### src/include/tsc_consts.svh
`ifndef TSC_CONSTS_SVH
`define TSC_CONSTS_SVH

// datapath widths
`define TSC_WORD_SIZE 16
`define TSC_NUM_REGS 4

// opcodes, inst[15:12]
`define TSC_OP_RTYPE 4'd15
`define TSC_OP_ADI 4'd4
`define TSC_OP_ORI 4'd5
`define TSC_OP_LHI 4'd6
`define TSC_OP_LWD 4'd7
`define TSC_OP_SWD 4'd8
`define TSC_OP_BNE 4'd0
`define TSC_OP_BEQ 4'd1
`define TSC_OP_JMP 4'd9

// r-type function field, inst[5:0]
`define TSC_FN_ADD 6'd0
`define TSC_FN_SUB 6'd1
`define TSC_FN_AND 6'd2
`define TSC_FN_ORR 6'd3
`define TSC_FN_WWD 6'd28
`define TSC_FN_HLT 6'd29

// alu operation select
`define TSC_ALU_ADD 3'd0
`define TSC_ALU_SUB 3'd1
`define TSC_ALU_AND 3'd2
`define TSC_ALU_ORR 3'd3
`define TSC_ALU_PASSB 3'd4
`define TSC_ALU_PASSA 3'd5

// write-back source select
`define TSC_WB_ALU 2'd0
`define TSC_WB_MEM 2'd1
`define TSC_WB_IMM 2'd2

// first fetch address out of reset
`define TSC_RESET_PC 16'h0000

`endif

### src/rtl/tsc_pkg.sv
`default_nettype none

`include "tsc_consts.svh"

package tsc_pkg;

	// data and address word
	typedef logic [`TSC_WORD_SIZE-1:0] word_t;

	// raw instruction word
	typedef logic [`TSC_WORD_SIZE-1:0] inst_t;

	// index into the register file
	typedef logic [1:0] reg_idx_t;

	// alu operation code, see TSC_ALU_* for the encodings
	typedef logic [2:0] alu_func_t;

	// write-back mux select
	typedef logic [1:0] wb_src_t;

endpackage

`default_nettype wire

### src/rtl/register_file.sv
`timescale 1ns/100ps
`default_nettype none

`include "tsc_consts.svh"

module register_file (
	input  wire                 clk,
	input  wire                 reset,
	input  wire tsc_pkg::reg_idx_t read1,
	input  wire tsc_pkg::reg_idx_t read2,
	input  wire tsc_pkg::reg_idx_t dest,
	input  wire tsc_pkg::word_t write_data,
	input  wire                 reg_write,
	output tsc_pkg::word_t      read_out1,
	output tsc_pkg::word_t      read_out2
);

	tsc_pkg::word_t regs [`TSC_NUM_REGS];

	always_ff @(posedge clk) begin
		if (reset) begin
			for (int i = 0; i < `TSC_NUM_REGS; i++) begin
				regs[i] <= '0;
			end
		end else if (reg_write) begin
			regs[dest] <= write_data;
		end
	end

	// write-through so decode sees the value retiring this cycle
	always_comb begin
		if (reg_write && dest == read1) begin
			read_out1 = write_data;
		end else begin
			read_out1 = regs[read1];
		end
		if (reg_write && dest == read2) begin
			read_out2 = write_data;
		end else begin
			read_out2 = regs[read2];
		end
	end

endmodule

`default_nettype wire

### src/rtl/alu.sv
`timescale 1ns/100ps
`default_nettype none

`include "tsc_consts.svh"

module alu (
	input  wire tsc_pkg::word_t     a,
	input  wire tsc_pkg::word_t     b,
	input  wire tsc_pkg::alu_func_t func,
	output tsc_pkg::word_t          result,
	output logic                    equal
);

	always_comb begin
		case (func)
			`TSC_ALU_ADD: begin
				result = a + b;
			end
			`TSC_ALU_SUB: begin
				result = a - b;
			end
			`TSC_ALU_AND: begin
				result = a & b;
			end
			`TSC_ALU_ORR: begin
				result = a | b;
			end
			// lhi carries its immediate through here
			`TSC_ALU_PASSB: begin
				result = b;
			end
			// wwd carries rs down to write-back
			`TSC_ALU_PASSA: begin
				result = a;
			end
			default: begin
				result = '0;
			end
		endcase
	end

	// branch condition, beq and bne both use it
	assign equal = (a == b);

endmodule

`default_nettype wire

### src/rtl/control_unit.sv
`timescale 1ns/100ps
`default_nettype none

`include "tsc_consts.svh"

module control_unit (
	input  wire tsc_pkg::inst_t     inst,
	output tsc_pkg::alu_func_t      alu_func,
	output logic                    alu_src_imm,
	output logic                    imm_zero_ext,
	output logic                    reads_rs,
	output logic                    reads_rt,
	output tsc_pkg::reg_idx_t       dest,
	output logic                    reg_write,
	output logic                    mem_read,
	output logic                    mem_write,
	output tsc_pkg::wb_src_t        wb_src,
	output logic                    is_branch,
	output logic                    branch_on_equal,
	output logic                    is_jump,
	output logic                    is_wwd,
	output logic                    is_halt
);

	logic [3:0] opcode;
	logic [5:0] funct;

	assign opcode = inst[15:12];
	assign funct  = inst[5:0];

	always_comb begin
		// defaults describe a bubble
		alu_func        = `TSC_ALU_ADD;
		alu_src_imm     = 1'b0;
		imm_zero_ext    = 1'b0;
		reads_rs        = 1'b0;
		reads_rt        = 1'b0;
		dest            = inst[9:8];
		reg_write       = 1'b0;
		mem_read        = 1'b0;
		mem_write       = 1'b0;
		wb_src          = `TSC_WB_ALU;
		is_branch       = 1'b0;
		branch_on_equal = 1'b0;
		is_jump         = 1'b0;
		is_wwd          = 1'b0;
		is_halt         = 1'b0;

		case (opcode)
			`TSC_OP_RTYPE: begin
				dest = inst[7:6];
				case (funct)
					`TSC_FN_ADD, `TSC_FN_SUB, `TSC_FN_AND, `TSC_FN_ORR: begin
						alu_func  = tsc_pkg::alu_func_t'(funct[1:0]);
						reads_rs  = 1'b1;
						reads_rt  = 1'b1;
						reg_write = 1'b1;
					end
					`TSC_FN_WWD: begin
						alu_func = `TSC_ALU_PASSA;
						reads_rs = 1'b1;
						is_wwd   = 1'b1;
					end
					`TSC_FN_HLT: begin
						is_halt = 1'b1;
					end
					default: begin
					end
				endcase
			end
			`TSC_OP_ADI, `TSC_OP_ORI: begin
				alu_func     = (opcode == `TSC_OP_ORI) ? `TSC_ALU_ORR : `TSC_ALU_ADD;
				imm_zero_ext = (opcode == `TSC_OP_ORI);
				alu_src_imm  = 1'b1;
				reads_rs     = 1'b1;
				reg_write    = 1'b1;
			end
			`TSC_OP_LHI: begin
				alu_func    = `TSC_ALU_PASSB;
				alu_src_imm = 1'b1;
				reg_write   = 1'b1;
				wb_src      = `TSC_WB_IMM;
			end
			// address is rs plus the signed offset
			`TSC_OP_LWD: begin
				alu_src_imm = 1'b1;
				reads_rs    = 1'b1;
				reg_write   = 1'b1;
				mem_read    = 1'b1;
				wb_src      = `TSC_WB_MEM;
			end
			`TSC_OP_SWD: begin
				alu_src_imm = 1'b1;
				reads_rs    = 1'b1;
				reads_rt    = 1'b1;
				mem_write   = 1'b1;
			end
			`TSC_OP_BNE, `TSC_OP_BEQ: begin
				reads_rs        = 1'b1;
				reads_rt        = 1'b1;
				is_branch       = 1'b1;
				branch_on_equal = (opcode == `TSC_OP_BEQ);
			end
			`TSC_OP_JMP: begin
				is_jump = 1'b1;
			end
			default: begin
			end
		endcase
	end

endmodule

`default_nettype wire

### src/rtl/hazard_detect.sv
`timescale 1ns/100ps
`default_nettype none

module hazard_detect (
	input  wire tsc_pkg::reg_idx_t rs,
	input  wire tsc_pkg::reg_idx_t rt,
	input  wire                    reads_rs,
	input  wire                    reads_rt,
	input  wire tsc_pkg::reg_idx_t ex_dest,
	input  wire tsc_pkg::reg_idx_t mem_dest,
	input  wire                    ex_reg_write,
	input  wire                    mem_reg_write,
	output logic                   stall
);

	logic rs_hit;
	logic rt_hit;

	// write-back is left out, the register file bypasses it
	assign rs_hit = reads_rs &&
		((ex_reg_write && ex_dest == rs) || (mem_reg_write && mem_dest == rs));
	assign rt_hit = reads_rt &&
		((ex_reg_write && ex_dest == rt) || (mem_reg_write && mem_dest == rt));

	assign stall = rs_hit || rt_hit;

endmodule

`default_nettype wire

### src/rtl/datapath.sv
`timescale 1ns/100ps
`default_nettype none

`include "tsc_consts.svh"

module datapath (
	input  wire                 clk,
	input  wire                 reset,
	output logic                inst_read,
	output tsc_pkg::word_t      inst_addr,
	input  wire tsc_pkg::inst_t inst_data,
	output logic                data_read,
	output logic                data_write,
	output tsc_pkg::word_t      data_addr,
	output tsc_pkg::word_t      data_wdata,
	input  wire tsc_pkg::word_t data_rdata,
	output tsc_pkg::word_t      num_inst,
	output tsc_pkg::word_t      output_port,
	output logic                is_halted
);

	tsc_pkg::word_t pc;
	tsc_pkg::word_t next_pc;

	// fetch/decode
	logic           if_id_valid;
	tsc_pkg::inst_t if_id_inst;
	tsc_pkg::word_t if_id_pc;

	// decode outputs
	tsc_pkg::alu_func_t ctrl_alu_func;
	logic               ctrl_alu_src_imm;
	logic               ctrl_imm_zero_ext;
	logic               ctrl_reads_rs;
	logic               ctrl_reads_rt;
	tsc_pkg::reg_idx_t  ctrl_dest;
	logic               ctrl_reg_write;
	logic               ctrl_mem_read;
	logic               ctrl_mem_write;
	tsc_pkg::wb_src_t   ctrl_wb_src;
	logic               ctrl_is_branch;
	logic               ctrl_branch_on_equal;
	logic               ctrl_is_jump;
	logic               ctrl_is_wwd;
	logic               ctrl_is_halt;
	tsc_pkg::reg_idx_t  id_rs;
	tsc_pkg::reg_idx_t  id_rt;
	tsc_pkg::word_t     id_rs_val;
	tsc_pkg::word_t     id_rt_val;
	tsc_pkg::word_t     id_imm;
	logic               id_valid;
	logic               stall;
	logic               hold_fetch;

	// decode/execute
	logic               id_ex_valid;
	logic               id_ex_reg_write;
	logic               id_ex_mem_read;
	logic               id_ex_mem_write;
	logic               id_ex_is_branch;
	logic               id_ex_is_jump;
	logic               id_ex_is_wwd;
	logic               id_ex_is_halt;
	tsc_pkg::alu_func_t id_ex_alu_func;
	logic               id_ex_alu_src_imm;
	logic               id_ex_branch_on_equal;
	tsc_pkg::reg_idx_t  id_ex_dest;
	tsc_pkg::wb_src_t   id_ex_wb_src;
	tsc_pkg::word_t     id_ex_pc;
	tsc_pkg::word_t     id_ex_rs_val;
	tsc_pkg::word_t     id_ex_rt_val;
	tsc_pkg::word_t     id_ex_imm;
	logic [11:0]        id_ex_jaddr;

	// execute
	tsc_pkg::word_t alu_b;
	tsc_pkg::word_t alu_result;
	logic           alu_equal;
	logic           branch_taken;
	logic           redirect;

	// execute/memory
	logic              ex_mem_valid;
	logic              ex_mem_reg_write;
	logic              ex_mem_mem_read;
	logic              ex_mem_mem_write;
	logic              ex_mem_is_wwd;
	logic              ex_mem_is_halt;
	tsc_pkg::reg_idx_t ex_mem_dest;
	tsc_pkg::wb_src_t  ex_mem_wb_src;
	tsc_pkg::word_t    ex_mem_result;
	tsc_pkg::word_t    ex_mem_store_data;

	// memory/write-back
	logic              mem_wb_valid;
	logic              mem_wb_reg_write;
	logic              mem_wb_is_wwd;
	logic              mem_wb_is_halt;
	tsc_pkg::reg_idx_t mem_wb_dest;
	tsc_pkg::wb_src_t  mem_wb_wb_src;
	tsc_pkg::word_t    mem_wb_result;
	tsc_pkg::word_t    mem_wb_load_data;
	tsc_pkg::word_t    wb_data;

	assign inst_read = ~is_halted;
	assign inst_addr = pc;

	// no fall-through prediction beyond pc+1
	always_comb begin
		if (id_ex_is_jump) begin
			next_pc = {id_ex_pc[15:12], id_ex_jaddr};
		end else if (branch_taken) begin
			next_pc = id_ex_pc + tsc_pkg::word_t'(1) + id_ex_imm;
		end else begin
			next_pc = pc + tsc_pkg::word_t'(1);
		end
	end

	always_ff @(posedge clk) begin
		if (reset) begin
			pc <= `TSC_RESET_PC;
		end else if (redirect || (!stall && !hold_fetch)) begin
			pc <= next_pc;
		end
	end

	always_ff @(posedge clk) begin
		if (reset || redirect) begin
			if_id_valid <= 1'b0;
		end else if (!stall) begin
			if_id_valid <= ~hold_fetch;
		end
	end

	always_ff @(posedge clk) begin
		if (!stall) begin
			if_id_inst <= inst_data;
			if_id_pc   <= pc;
		end
	end

	assign id_rs = if_id_inst[11:10];
	assign id_rt = if_id_inst[9:8];

	control_unit u_control (
		.inst            (if_id_inst),
		.alu_func        (ctrl_alu_func),
		.alu_src_imm     (ctrl_alu_src_imm),
		.imm_zero_ext    (ctrl_imm_zero_ext),
		.reads_rs        (ctrl_reads_rs),
		.reads_rt        (ctrl_reads_rt),
		.dest            (ctrl_dest),
		.reg_write       (ctrl_reg_write),
		.mem_read        (ctrl_mem_read),
		.mem_write       (ctrl_mem_write),
		.wb_src          (ctrl_wb_src),
		.is_branch       (ctrl_is_branch),
		.branch_on_equal (ctrl_branch_on_equal),
		.is_jump         (ctrl_is_jump),
		.is_wwd          (ctrl_is_wwd),
		.is_halt         (ctrl_is_halt)
	);

	// unknown encodings set no effect bit and drop out as bubbles
	assign id_valid = if_id_valid & (ctrl_reg_write | ctrl_mem_write | ctrl_is_branch |
		ctrl_is_jump | ctrl_is_wwd | ctrl_is_halt);

	assign id_imm = ctrl_imm_zero_ext ? {8'h00, if_id_inst[7:0]} :
		{{8{if_id_inst[7]}}, if_id_inst[7:0]};

	// stop fetching once a halt is on its way out
	assign hold_fetch = (id_valid & ctrl_is_halt) | id_ex_is_halt | ex_mem_is_halt |
		mem_wb_is_halt | is_halted;

	register_file u_regs (
		.clk        (clk),
		.reset      (reset),
		.read1      (id_rs),
		.read2      (id_rt),
		.dest       (mem_wb_dest),
		.write_data (wb_data),
		.reg_write  (mem_wb_reg_write),
		.read_out1  (id_rs_val),
		.read_out2  (id_rt_val)
	);

	hazard_detect u_hazard (
		.rs            (id_rs),
		.rt            (id_rt),
		.reads_rs      (if_id_valid & ctrl_reads_rs),
		.reads_rt      (if_id_valid & ctrl_reads_rt),
		.ex_dest       (id_ex_dest),
		.mem_dest      (ex_mem_dest),
		.ex_reg_write  (id_ex_reg_write),
		.mem_reg_write (ex_mem_reg_write),
		.stall         (stall)
	);

	// a stalled or flushed slot enters execute as a bubble
	always_ff @(posedge clk) begin
		if (reset || redirect || stall || !id_valid) begin
			id_ex_valid     <= 1'b0;
			id_ex_reg_write <= 1'b0;
			id_ex_mem_read  <= 1'b0;
			id_ex_mem_write <= 1'b0;
			id_ex_is_branch <= 1'b0;
			id_ex_is_jump   <= 1'b0;
			id_ex_is_wwd    <= 1'b0;
			id_ex_is_halt   <= 1'b0;
		end else begin
			id_ex_valid     <= 1'b1;
			id_ex_reg_write <= ctrl_reg_write;
			id_ex_mem_read  <= ctrl_mem_read;
			id_ex_mem_write <= ctrl_mem_write;
			id_ex_is_branch <= ctrl_is_branch;
			id_ex_is_jump   <= ctrl_is_jump;
			id_ex_is_wwd    <= ctrl_is_wwd;
			id_ex_is_halt   <= ctrl_is_halt;
		end
	end

	always_ff @(posedge clk) begin
		id_ex_alu_func        <= ctrl_alu_func;
		id_ex_alu_src_imm     <= ctrl_alu_src_imm;
		id_ex_branch_on_equal <= ctrl_branch_on_equal;
		id_ex_dest            <= ctrl_dest;
		id_ex_wb_src          <= ctrl_wb_src;
		id_ex_pc              <= if_id_pc;
		id_ex_rs_val          <= id_rs_val;
		id_ex_rt_val          <= id_rt_val;
		id_ex_imm             <= id_imm;
		id_ex_jaddr           <= if_id_inst[11:0];
	end

	assign alu_b = id_ex_alu_src_imm ? id_ex_imm : id_ex_rt_val;

	alu u_alu (
		.a      (id_ex_rs_val),
		.b      (alu_b),
		.func   (id_ex_alu_func),
		.result (alu_result),
		.equal  (alu_equal)
	);

	assign branch_taken = id_ex_is_branch & (alu_equal == id_ex_branch_on_equal);
	assign redirect     = branch_taken | id_ex_is_jump;

	always_ff @(posedge clk) begin
		if (reset) begin
			ex_mem_valid     <= 1'b0;
			ex_mem_reg_write <= 1'b0;
			ex_mem_mem_read  <= 1'b0;
			ex_mem_mem_write <= 1'b0;
			ex_mem_is_wwd    <= 1'b0;
			ex_mem_is_halt   <= 1'b0;
		end else begin
			ex_mem_valid     <= id_ex_valid;
			ex_mem_reg_write <= id_ex_reg_write;
			ex_mem_mem_read  <= id_ex_mem_read;
			ex_mem_mem_write <= id_ex_mem_write;
			ex_mem_is_wwd    <= id_ex_is_wwd;
			ex_mem_is_halt   <= id_ex_is_halt;
		end
	end

	always_ff @(posedge clk) begin
		ex_mem_dest       <= id_ex_dest;
		ex_mem_wb_src     <= id_ex_wb_src;
		ex_mem_result     <= alu_result;
		ex_mem_store_data <= id_ex_rt_val;
	end

	// memory answers within the cycle
	assign data_read  = ex_mem_mem_read & ~is_halted;
	assign data_write = ex_mem_mem_write & ~is_halted;
	assign data_addr  = ex_mem_result;
	assign data_wdata = ex_mem_store_data;

	always_ff @(posedge clk) begin
		if (reset) begin
			mem_wb_valid     <= 1'b0;
			mem_wb_reg_write <= 1'b0;
			mem_wb_is_wwd    <= 1'b0;
			mem_wb_is_halt   <= 1'b0;
		end else begin
			mem_wb_valid     <= ex_mem_valid;
			mem_wb_reg_write <= ex_mem_reg_write;
			mem_wb_is_wwd    <= ex_mem_is_wwd;
			mem_wb_is_halt   <= ex_mem_is_halt;
		end
	end

	always_ff @(posedge clk) begin
		mem_wb_dest      <= ex_mem_dest;
		mem_wb_wb_src    <= ex_mem_wb_src;
		mem_wb_result    <= ex_mem_result;
		mem_wb_load_data <= data_rdata;
	end

	// lhi immediate rides in the low byte of the alu result
	always_comb begin
		case (mem_wb_wb_src)
			`TSC_WB_MEM: begin
				wb_data = mem_wb_load_data;
			end
			`TSC_WB_IMM: begin
				wb_data = {mem_wb_result[7:0], 8'h00};
			end
			default: begin
				wb_data = mem_wb_result;
			end
		endcase
	end

	// retirement at the end of write-back
	always_ff @(posedge clk) begin
		if (reset) begin
			num_inst    <= '0;
			output_port <= '0;
			is_halted   <= 1'b0;
		end else begin
			if (mem_wb_valid) begin
				num_inst <= num_inst + tsc_pkg::word_t'(1);
			end
			if (mem_wb_is_wwd) begin
				output_port <= mem_wb_result;
			end
			if (mem_wb_is_halt) begin
				is_halted <= 1'b1;
			end
		end
	end

endmodule

`default_nettype wire

### config.mk
export PLATFORM = sky130hd
export DESIGN_NAME = datapath
export DESIGN_NICKNAME = d
export VERILOG_FILES = /design/src/rtl/tsc_pkg.sv /design/src/rtl/register_file.sv /design/src/rtl/alu.sv /design/src/rtl/control_unit.sv /design/src/rtl/hazard_detect.sv /design/src/rtl/datapath.sv
export VERILOG_INCLUDE_DIRS = /design/src /design/src/include
export SDC_FILE = /design/constraint.sdc
export NUM_CORES = 1
export LEC_CHECK = 0
export BUFFER_PORTS_ARGS = -buffer_cell sky130_fd_sc_hd__buf_2
export CORE_MARGIN = 3
export CORE_UTILIZATION = 55
export CTS_CLUSTER_SIZE = 10
export DETAILED_ROUTE_END_ITERATION = 16
export GPL_ROUTABILITY_DRIVEN = 1
export PLACE_DENSITY = 0.76
export SYNTH_ARGS = -nofsm -noshare
export SYNTH_HDL_FRONTEND = slang
export SYNTH_SLANG_ARGS = --single-unit
### constraint.sdc
create_clock -name clk -period 9.25 [get_ports clk]
set_input_delay 0.4625 -clock clk [delete_from_list [all_inputs] [get_ports clk]]
set_output_delay 0.4625 -clock clk [all_outputs]
set_load 0.1 [all_outputs]
# Word-level counts from Yosys, hierarchy flattened
# Memories as Yosys holds them, arrays and structs flattened. A register that Yosys moved wholly into a read port is not among the register bits.
# Index checks and enable logic that the tools add are counted.
dict set report word_totals {
  memories 1
  register_bits 250
  wordCells 169
  mem_bits_rw 64
}
# memory words width rd rd_clocked_by_memory_dff write_ports line
set mem_list {}
lappend mem_list {u_regs.regs 4 16 2 2 4 register_file.sv:18} ;# tsc_pkg::word_t regs [`TSC_NUM_REGS];
dict set report op_classes {
  n_eq_ne 28
  addsub 6
  reduce_logical 31
  n_mux 38
  n_bitwise 21
}
# operator n
set ops {}
lappend ops {{$mux W16} 6}
lappend ops {{$pmux W16 S6} 1}
lappend ops {{$add A16 B1 Y16 const B} 3}
lappend ops {{$add A16 B16 Y16} 2}
lappend ops {{$pmux W16 S2} 1}
lappend ops {{$mux W1} 19}
lappend ops {{$and A16 B16 Y16} 1}
lappend ops {{$eq A16 B16 Y1} 1}
lappend ops {{$eq A4 B3 Y1 const B} 4}
lappend ops {{$or A16 B16 Y16} 1}
lappend ops {{$reduce_or A16 Y1} 1}
lappend ops {{$sub A16 B16 Y16} 1}
lappend ops {{$eq A2 B2 Y1} 6}
lappend ops {{$eq A4 B4 Y1 const B} 3}
lappend ops {{$eq A6 B2 Y1 const B} 2}
lappend ops {{$eq A6 B5 Y1 const B} 2}
lappend ops {{$mux W2} 5}
lappend ops {{$or A1 B1 Y1} 10}
lappend ops {{$reduce_or A5 Y1} 2}
lappend ops {{$logic_and A1 B1 Y1} 9}
lappend ops {{$pmux W3 S3} 1}
lappend ops {{$reduce_or A4 Y1} 2}
lappend ops {{$and A1 B1 Y1} 7}
lappend ops {{$logic_or A1 B1 Y1} 7}
lappend ops {{19 further kinds} 27}

# Logic depth before layout (Yosys ltp)
# Gate-level depths: netlist of run 1.
dict set report logic_depth {
  depth_word 18
  ltp_mapped 16
}

# By module
# From an unflattened synthesis of run 1, not the netlist that was laid out.
dict set report unflattened {
  hier_cells 1318
  hier_area_um2 14622.8
}
# module cells_per_inst seq_area_each_um2 area_per_inst_um2 n_inst
set modules_own_cells {}
lappend modules_own_cells {datapath 673 5165.0 7861.3 1}
lappend modules_own_cells {register_file 221 1921.8 3812.4 1}
lappend modules_own_cells {alu 381 0.0 2593.7 1}
lappend modules_own_cells {control_unit 30 0.0 254.0 1}
lappend modules_own_cells {hazard_detect 13 0.0 101.3 1}

# Worst setup path after synthesis of run 1
# Ideal clock, no wire load.
dict set report synth_timing {
  path_kind {reg2reg}
  from {reg id_ex_alu_src_imm}
  to {reg pc[10], in the netlist inst_addr[10]}
  n_path_buf 4
  t_arrival_ns 3.269
  path_slack_ns 5.890
  synth_period_minus_slack_ns 3.360
  setup_ns 0.091
  path_stages_with_launch 16
  path_cell_list {dfxtp_1 > clkbuf_1 > and2_1 > clkbuf_1 > a21o_1 > inv_1 > ha_1 > clkbuf_1 > nor4_1 > nand4_1 > xor2_1 > nand2_1 > buf_2 > nor4b_1 > a211oi_1 > a311oi_1}
}
dict set report synth_between {
  elab_chain_len 6
}
# element line
set synth_lines {}
lappend synth_lines {{start: declaration} datapath.sv:65} ;# logic id_ex_alu_src_imm;
lappend synth_lines {{start signal: assignment} datapath.sv:224} ;# id_ex_alu_src_imm <= ctrl_alu_src_imm;
lappend synth_lines {{$mux W16 *} datapath.sv:235} ;# assign alu_b = id_ex_alu_src_imm ? id_ex_imm : id_ex_rt_val;
lappend synth_lines {{$eq A16 B16 Y1 *} alu.sv:43} ;# assign equal = (a == b);
lappend synth_lines {{$eq A1 B1 Y1 *} datapath.sv:245} ;# assign branch_taken = id_ex_is_branch & (alu_equal == id_ex_branch_on_equal);
lappend synth_lines {{$and A1 B1 Y1 *} datapath.sv:245}
lappend synth_lines {{$mux W16 or $or A1 B1 Y1 (tied branches)} {datapath.sv:112, datapath.sv:246}}
lappend synth_lines {{$mux W16 or $logic_or A1 B1 Y1 (tied branches)} {datapath.sv:110, datapath.sv:122}}
lappend synth_lines {{end signal: assignment} datapath.sv:121} ;# pc <= `TSC_RESET_PC;
lappend synth_lines {{end signal: assignment} datapath.sv:123} ;# pc <= next_pc;
lappend synth_lines {{end: declaration} datapath.sv:22} ;# tsc_pkg::word_t pc;
# Mark *: on every way between the ends. The rest lies on a longest branch, timed or not.
# A chain may end at the register's enable or synchronous reset.

# Worst setup path after layout of run 1
dict set report layout_timing {
  from {reg id_ex_alu_src_imm}
  to {reg id_ex_is_jump}
}
dict set report layout_between {
  elab_chain_len 8
}
# element line
set layout_lines {}
lappend layout_lines {{$mux W16} datapath.sv:235}
lappend layout_lines {{$eq A16 B16 Y1} alu.sv:43}
lappend layout_lines {{$eq A1 B1 Y1} datapath.sv:245}
lappend layout_lines {{$and A1 B1 Y1} datapath.sv:245}
lappend layout_lines {{$or A1 B1 Y1} datapath.sv:246} ;# assign redirect = branch_taken | id_ex_is_jump;
lappend layout_lines {{$logic_or A1 B1 Y1 (3 in series)} datapath.sv:201} ;# if (reset || redirect || stall || !id_valid) begin
lappend layout_lines {{end signal: assignment} datapath.sv:216} ;# id_ex_is_jump <= ctrl_is_jump;
lappend layout_lines {{end: declaration} datapath.sv:61} ;# logic id_ex_is_jump;
# Every way passes these cells.

==> results of run 1 <==
## logic make-up after synthesis
| logic type | Yosys count | synth area share, % |
|---|---|---|
| flip-flops | 310 | 50.99 |
| AND/OR/NAND/NOR | 401 | 13.47 |
| buffers and inverters | 132 | 3.757 |
| AO/OA/AOI/OAI | 277 | 12.94 |
| XOR/XNOR | 63 | 3.926 |
| multiplexers | 79 | 8.617 |
| adder cells (fa/ha/maj) | 69 | 6.303 |
## state kept, by name, summed over array words and instances (netlist names), 3 cells and up, named ones only
register,count
id_ex_rs_val,16
id_ex_jaddr,12
data_wdata,16
u_regs.regs,64
num_inst,16
id_ex_alu_func,3
id_ex_pc,16
if_id_inst,16
mem_wb_result,16
id_ex_rt_val,16
mem_wb_load_data,16
output_port,16
inst_addr,16
data_addr,16
if_id_pc,16
## layer usage
layer | up-vias | part of all wire [%] | track usage, %
met5 | - | 0 | 0
met4 | 0 | 3.8 | 9.837
met3 | 96 | 7.6 | 4.189
met2 | 431 | 47 | 40.38
met1 | 4994 | 42 | 32.81
li1 | 4958 | - | -
## cells in the final DEF (no fill, tap or decap), types with 21 or more instances in the layout
cell | netlist | layout
xor2_1 | 25 | 25
nor2_1 | 169 | 169
nor3_1 | 21 | 21
xnor2_1 | 38 | 38
inv_1 | 56 | 56
edfxtp_1 | 96 | 96
dfxtp_1 | 214 | 214
mux4_2 | 32 | 32
nand2_1 | 83 | 83
o21ai_0 | 76 | 76
nand3_1 | 27 | 27
a21oi_1 | 58 | 58
mux2i_1 | 31 | 31
a211oi_1 | 21 | 21
clkbuf_16 | 0 | 37
nor2b_1 | 26 | 26
clkbuf_1 | 62 | 23
ha_1 | 66 | 66
buf_2 | 2 | 117
## worst max-delay path by stage
stage | to | slack [ps] | cells after the start
after global placement | id_ex_is_jump | 5400 | 13
after global routing | id_ex_is_jump | 4910 | 13
after floorplan | inst_addr[10] | 5890 | 15
after detailed placement | id_ex_is_jump | 5290 | 13
after CTS | id_ex_is_jump | 5220 | 13
final | id_ex_is_jump | 5220 | 13
## power groups by stage
stage	Combinational (mW)	Clock, mW	Sequential, mW
after floorplan	0.312	0	1.81
after global placement	0.654	0	1.63
after detailed placement	0.661	0	1.63
after CTS	0.666	1.32	1.61
after global routing	0.719	1.37	1.62
final	0.671	1.29	1.61
## area by class of cell
| cell class | instances | area [um2] |
|---|---|---|
| fill | 1852 | 8848 |
| inverter | 57 | 214.0 |
| multi-input combinational | 889 | 6360 |
| tap | 324 | 405.4 |
| clock buffer | 60 | 1012 |
| sequential | 310 | 7167 |
| timing repair buffer | 128 | 668.1 |
| clock inverter | 5 | 72.57 |
## stage by stage
stage | util [%] | hold slack (ps)
global placement | 59.86 | 311.7
floorplan | - | 309.6
detailed placement | 59.86 | 315.8
CTS | 64.24 | 16.15
finish | 64.24 | 32.46
global route | 64.24 | 11.13
## worst reg2reg max path, stage by stage (launching register included)
cell	delay (ps)
dfxtp_1	650
and2_1	440
a21o_1	180
inv_1	70
ha_1	410
nor4_1	420
nand4_1	240
xor2_1	220
nand2_1	80
buf_4	270
nand2b_1	200
nor3_1	170
o311ai_1	270
nor4b_1	330
==> results.toml, run 1 <==
[status]
outcome = "completed"

[pwr]
power_leakage_nw = 6.563
ir_drop_v = 0.0002155
p_clk_share_pct = 36.1
p_seq_share_pct = 45.1
p_sw_share_pct = 31.58
p_total_mw = 3.571
power_switching_mw = 1.128
internal_power_mw = 2.443
p_per_area_nw_per_um2 = 224.6
pwr-share-comb_pct = 18.8

[timing]
layout_setup_ws_ps = 5221
finalSetupTns_ps = 0
final.min_clock_period_ps = 4029
finClkSkew_ps = 16.76
setup_viol = 0
tightest_slew_ps = 1150
rsz0062_at_grt = "no"
slew_viol_final = 0
fmax_ghz = 0.2482
finalHoldViolations = 0
maxSlewHeadroom_pct = 23.20
min_period_over_period_pct = 43.56

[hold_path]
min_path_cells = 1
hp-class = "in2reg"
worstHoldStart = "data_rdata[12]"
hold_end = "mem_wb_load_data[12]"

[setup_path]
crit_buf_inv = 2
timing.rr.start = "id_ex_alu_src_imm"
path_cells = "and2_1 > a21o_1 > inv_1 > ha_1 > nor4_1 > nand4_1 > xor2_1 > nand2_1 > buf_4 > nand2b_1 > nor3_1 > o311ai_1 > nor4b_1"
reg2reg_to = "id_ex_is_jump"
cp-end-kind = "flip-flop"
reg2regPathDepth = 13
worstPathArrival_ps = 4450
worst_ep_required_time_ps = 9670
cpLargestDelayFamily = "simple AND/OR/NAND/NOR gates"
ff2ff_setup_slack_ps = 5220
max_stage_delay_ps = 650
cp_max_fo = 27
slowest_stage = "dfxtp_1"
criticalPathCategory = "reg2reg"
cp-startpoint = "id_ex_alu_src_imm"
critPathLaunchType = "flip-flop"

[logic_synthesis]
syn_area_um2 = 14050
synth_common_cells = "214 x dfxtp_1, 169 x nor2_1, 96 x edfxtp_1"
avgSynthCellArea_um2 = 10.56
postSynth.asyncResetShare_pct = 0
ys.flop_type = "dfxtp_1"
synth.most_common_cell = "dfxtp_1"
synth_top_area_share_pct = 30.48
ys_top_cells_by_area = "dfxtp_1 30%, edfxtp_1 21%, ha_1 5.9%"
ys_seq_elements = 310
yosysSeqAreaShare_pct = 50.99
syn_inst = 1331
synth.distinct_cells = 73
syn_nets = 1434
yosys_warnings = 0
yosysTopAreaCell = "dfxtp_1"
synth-edff-count = 96

[clock_network]
cts_tree = "done"
clock_path_buffers = 3
clock-sinks = 310
post_cts_resized = 0
cts_buffers = 37
cts_hold_buf = 0
clkTransAtPathRegs_ps = 50
cts_root_buffer = "clkbuf_16"
clk_latency_ps = 530
ctsHtreeMaxLevel = 2
postCtsSetupRepairBufs = 0

[placed_design]
place_inst = 1708
place_ws_ps = 5290
place_area_um2 = 14810
routabilityCongestion = 0.9256
place_hpwl_um = 24040
port_buffers = 117

[detailed_routing]
vias_per_cell = 5.910
wire_per_inst_um = 19.46
drc_errors = 0
drt-total-wl_um = 34500
drt_iter0_markers = 1201
final_antenna_net_count = 0
vias = 10479
firstDrtPassIters = 6

[floorplan]
row_count = 57
boundaryPins = 118
die_h_um = 165.9
die-width_um = 165.9
initial_utilization_pct = 56.79
core_um2 = 24750
fp.dieArea_um2 = 27510

[finish]
layout-drive-gt1-share_pct = 16.49
diodes = 0
areaGrowthSynthToFinish_pct = 13.12
nNetsFinal = 1526
stdcell_count = 1773
stdcell_area_um2 = 15900

[grt]
grt_max_degree = 71
grt-ovfl-total = 0
track_usage_pct = 24.63
grt_pass1_vias = 10279
antenna_found_initial = 0
grt_pass1_wl_um = 54930

[run]
maxCapViolations = 0
Note: power is estimated with default switching activity, not from simulation.
==> run 2: changes to the inputs <==
--- a/config.mk
+++ b/config.mk
@@ -6,13 +6,14 @@
 export SDC_FILE = /design/constraint.sdc
 export NUM_CORES = 1
 export LEC_CHECK = 0
+export ABC_AREA = 1
 export BUFFER_PORTS_ARGS = -buffer_cell sky130_fd_sc_hd__buf_2
 export CORE_MARGIN = 3
 export CORE_UTILIZATION = 55
 export CTS_CLUSTER_SIZE = 10
 export DETAILED_ROUTE_END_ITERATION = 16
 export GPL_ROUTABILITY_DRIVEN = 1
-export PLACE_DENSITY = 0.76
+export PLACE_DENSITY = 0.79
 export SYNTH_ARGS = -nofsm -noshare
 export SYNTH_HDL_FRONTEND = slang
 export SYNTH_SLANG_ARGS = --single-unit
==> constraint.sdc (replaced) <==
create_clock -name clk -period 3.4 [get_ports clk]
set_input_delay 0.17 -clock clk [delete_from_list [all_inputs] [get_ports clk]]
set_output_delay 0.17 -clock clk [all_outputs]
set_load 0.1 [all_outputs]
==> run 2 against run 1 <==
Effect of this change:
- via count up 31%
- critical path depth is 3 higher
- sequential power grew to 2.7 times the previous value
- critical endpoint is now inst_addr[0]
- utilization is 1.0 points higher
==> results.toml, run 2 <==
[logic_synthesis]
synth_top_area_share_pct = 28.61
synth.area.mux_share_pct = 0
ys_seq_elements = 310
synth.most_common_cell = "nand2_1"
yosysTopAreaCell = "dfxtp_1"
synth-compound-area-share_pct = 12.84
ys_top_cells_by_area = "dfxtp_1 29%, edfxtp_1 19%, nand2_1 9.0%"
synth_xor_area_share_pct = 1.228
syn_area_um2 = 14970
yosysSeqAreaShare_pct = 47.87
syn_inst = 1877
synthAdderAreaFrac_pct = 5.917
syn_nets = 1980
ys.flop_type = "dfxtp_1"
synth_top_family_by_area = "simple AND/OR/NAND/NOR gates"
yosys_warnings = 0
synth-edff-count = 96
synth_common_cells = "358 x nand2_1, 297 x nor2_1, 214 x dfxtp_1"
postSynth.asyncResetShare_pct = 0
synth.distinct_cells = 52
synth-simple-area-share_pct = 24.59
avgSynthCellArea_um2 = 7.976

[setup_path]
cp_max_fo = 17
criticalPathCategory = "reg2reg"
reg2regPathDepth = 16
cpLargestDelayFamily = "simple AND/OR/NAND/NOR gates"
max_stage_delay_ps = 480
worstPathArrival_ps = 3590
cp-startpoint = "id_ex_alu_src_imm"
slowest_stage = "ha_1"
path_cells = "buf_4 > nand2_1 > inv_1 > a21oi_1 > ha_1 > nor2_8 > nand2_2 > nor2_2 > nand3_1 > nand3_4 > nand2_4 > inv_4 > nand2_4 > clkinv_4 > nor2_1 > nor2_1"
reg2reg_to = "inst_addr[0]"
critPathLaunchType = "flip-flop"
crit_buf_inv = 4
timing.rr.start = "id_ex_alu_src_imm"
ff2ff_setup_slack_ps = 250
cp-end-kind = "flip-flop"
worst_ep_required_time_ps = 3840

[status]
outcome = "completed"

[hold_path]
hold_end = "ex_mem_reg_write"
hp-class = "in2reg"
worstHoldStart = "reset"
min_path_cells = 3

[grt]
grt_pass1_vias = 13059
antenna_found_initial = 2
grt_pass1_wl_um = 68800
track_usage_pct = 29.82
grt_max_degree = 48
grt-ovfl-total = 0

[timing]
rsz0062_at_grt = "no"
maxSlewHeadroom_pct = 30.40
tightest_slew_ps = 1043
hold_slack_ps = 137.3
min_period_over_period_pct = 92.73
finalHoldViolations = 0
finalSetupTns_ps = 0
finClkSkew_ps = 25.03
slew_viol_final = 0
setup_viol = 0
fmax_ghz = 0.3172
final.min_clock_period_ps = 3153
layout_setup_ws_ps = 247.0

[placed_design]
routabilityCongestion = 0.9811
port_buffers = 117
place_ws_ps = 265.0
place_hpwl_um = 30510

[clock_network]
cts_buffers = 37
clock_path_buffers = 3
clock-sinks = 310
clkTransAtPathRegs_ps = 50
ctsHtreeMaxLevel = 2
clk_latency_ps = 530
cts_root_buffer = "clkbuf_16"
cts_tree = "done"

[detailed_routing]
vias_per_cell = 5.740
wire_per_inst_um = 18.57
vias = 13683
drc_errors = 0
drt_iter0_markers = 1571
drt-total-wl_um = 44280
firstDrtPassIters = 6
final_antenna_net_count = 0

[pwr]
p_sw_share_pct = 33.19
power_switching_mw = 3.356
p_clk_share_pct = 35.8
p_per_area_nw_per_um2 = 586.2
p_total_mw = 10.11
power_leakage_nw = 7.861
pwr-share-comb_pct = 20.9
internal_power_mw = 6.755
ir_drop_v = 0.0004896
p_seq_share_pct = 43.4

[run]
maxCapViolations = 0

[finish]
layout-drive-gt1-share_pct = 11.28
largest_register_ffs = 64
nNetsFinal = 2126
regMostFlops = "u_regs.regs"
final_cell_mix = "358 x nand2_1, 297 x nor2_1, 214 x dfxtp_1, 207 x inv_1, 160 x o21ai_0"
final_common_cell = "nand2_1"
areaGrowthSynthToFinish_pct = 15.21

[floorplan]
die-width_um = 171.0
fp.dieArea_um2 = 29240
row_count = 59
die_h_um = 171.0
boundaryPins = 118
core_um2 = 26430
initial_utilization_pct = 56.65
==> run 2: cell types whose count changed after synthesis, sizes merged, moves of 25 or more <==
cell	previous run	this run
nand2	83	365
inv	57	211
nor2	169	308
nand3	28	125
o21ai	76	170
mux4	32	0
xnor2	38	6
mux2i	31	0
nor2b	26	0
o22ai	13	38
==> run 2: repair_timing <==
action,4_1_cts,5_1_grt
hold buffers,32,0
resized for setup,0,1
buffers inserted,0,2
endpoints found under the hold margin,36,0
endpoints found under the setup margin,0,8
==> run 2: cells by family (layout without fill, tap and decap cells) <==
logic type	count (synthesis)	in the layout
other	0	1
DFF	310	310
buffers and inverters	279	450
and+or+nand+nor	860	860
AOI/OAI and AO/OA	338	338
xor gates and xnor gates	21	21
adders and majority gates	69	69
==> run 2: per-layer routing <==
metal	track usage (%)	vias up	part of all wire (%)
li1	-	6472	-
met1	40.98	6306	41
met2	47.57	777	45
met3	5.938	126	10
met4	10.01	2	3.0
met5	0	-	0.029
==> run 2: power by group through the flow <==
stage               combinational, mW  sequential, mW  clock (mW)
finish                           2.11            4.38        3.62
global route                     2.27            4.40        3.80
CTS                              2.07            4.36        3.64
detailed placement               2.03            4.43           0
global placement                 2.01            4.44           0
floorplan                       0.969            4.93           0
==> run 2: worst max-delay path by stage <==
stage	endpoint	slack, ps	cells after the start
final	inst_addr[0]	250	16
after global routing	inst_addr[9]	4	16
after CTS	inst_addr[11]	250	15
after detailed placement	inst_addr[11]	260	15
after global placement	inst_addr[8]	380	16
after floorplan	inst_addr[5]	880	8
==> run 2: final cells by class <==
| class | count | area (um2) |
|---|---|---|
| flip-flops and latches | 310 | 7167 |
| clock buffers | 61 | 1036 |
| clock inverters | 3 | 47.55 |
| well taps | 335 | 419.2 |
| repair buffers | 174 | 1094 |
| multi-input cells | 1288 | 6676 |
| diodes | 1 | 2.502 |
| inverters | 212 | 807.0 |
| fillers | 2165 | 9179 |
==> run 2: worst reg2reg max path, stage by stage, from the launching register on <==
cell      delay [ps]
dfxtp_1          450
buf_4            190
nand2_1           70
inv_1            270
a21oi_1          150
ha_1             480
nor2_8           160
nand2_2           80
nor2_2           190
nand3_1          170
nand3_4          190
nand2_4           80
inv_4            190
nand2_4          120
clkinv_4         130
nor2_1            50
nor2_1            90
==> run 2: through the flow <==
stage / instances / utilization, % / cell area (um2)
2_1_floorplan: 1877 / - / 14970
3_3_place_gp: 2285 / 59.88 / 15820
3_5_place_dp: 2285 / 59.88 / 15820
4_1_cts: 2381 / 65.19 / 17230
5_1_grt: 2384 / 65.27 / 17250
6_report: 2384 / 65.27 / 17250
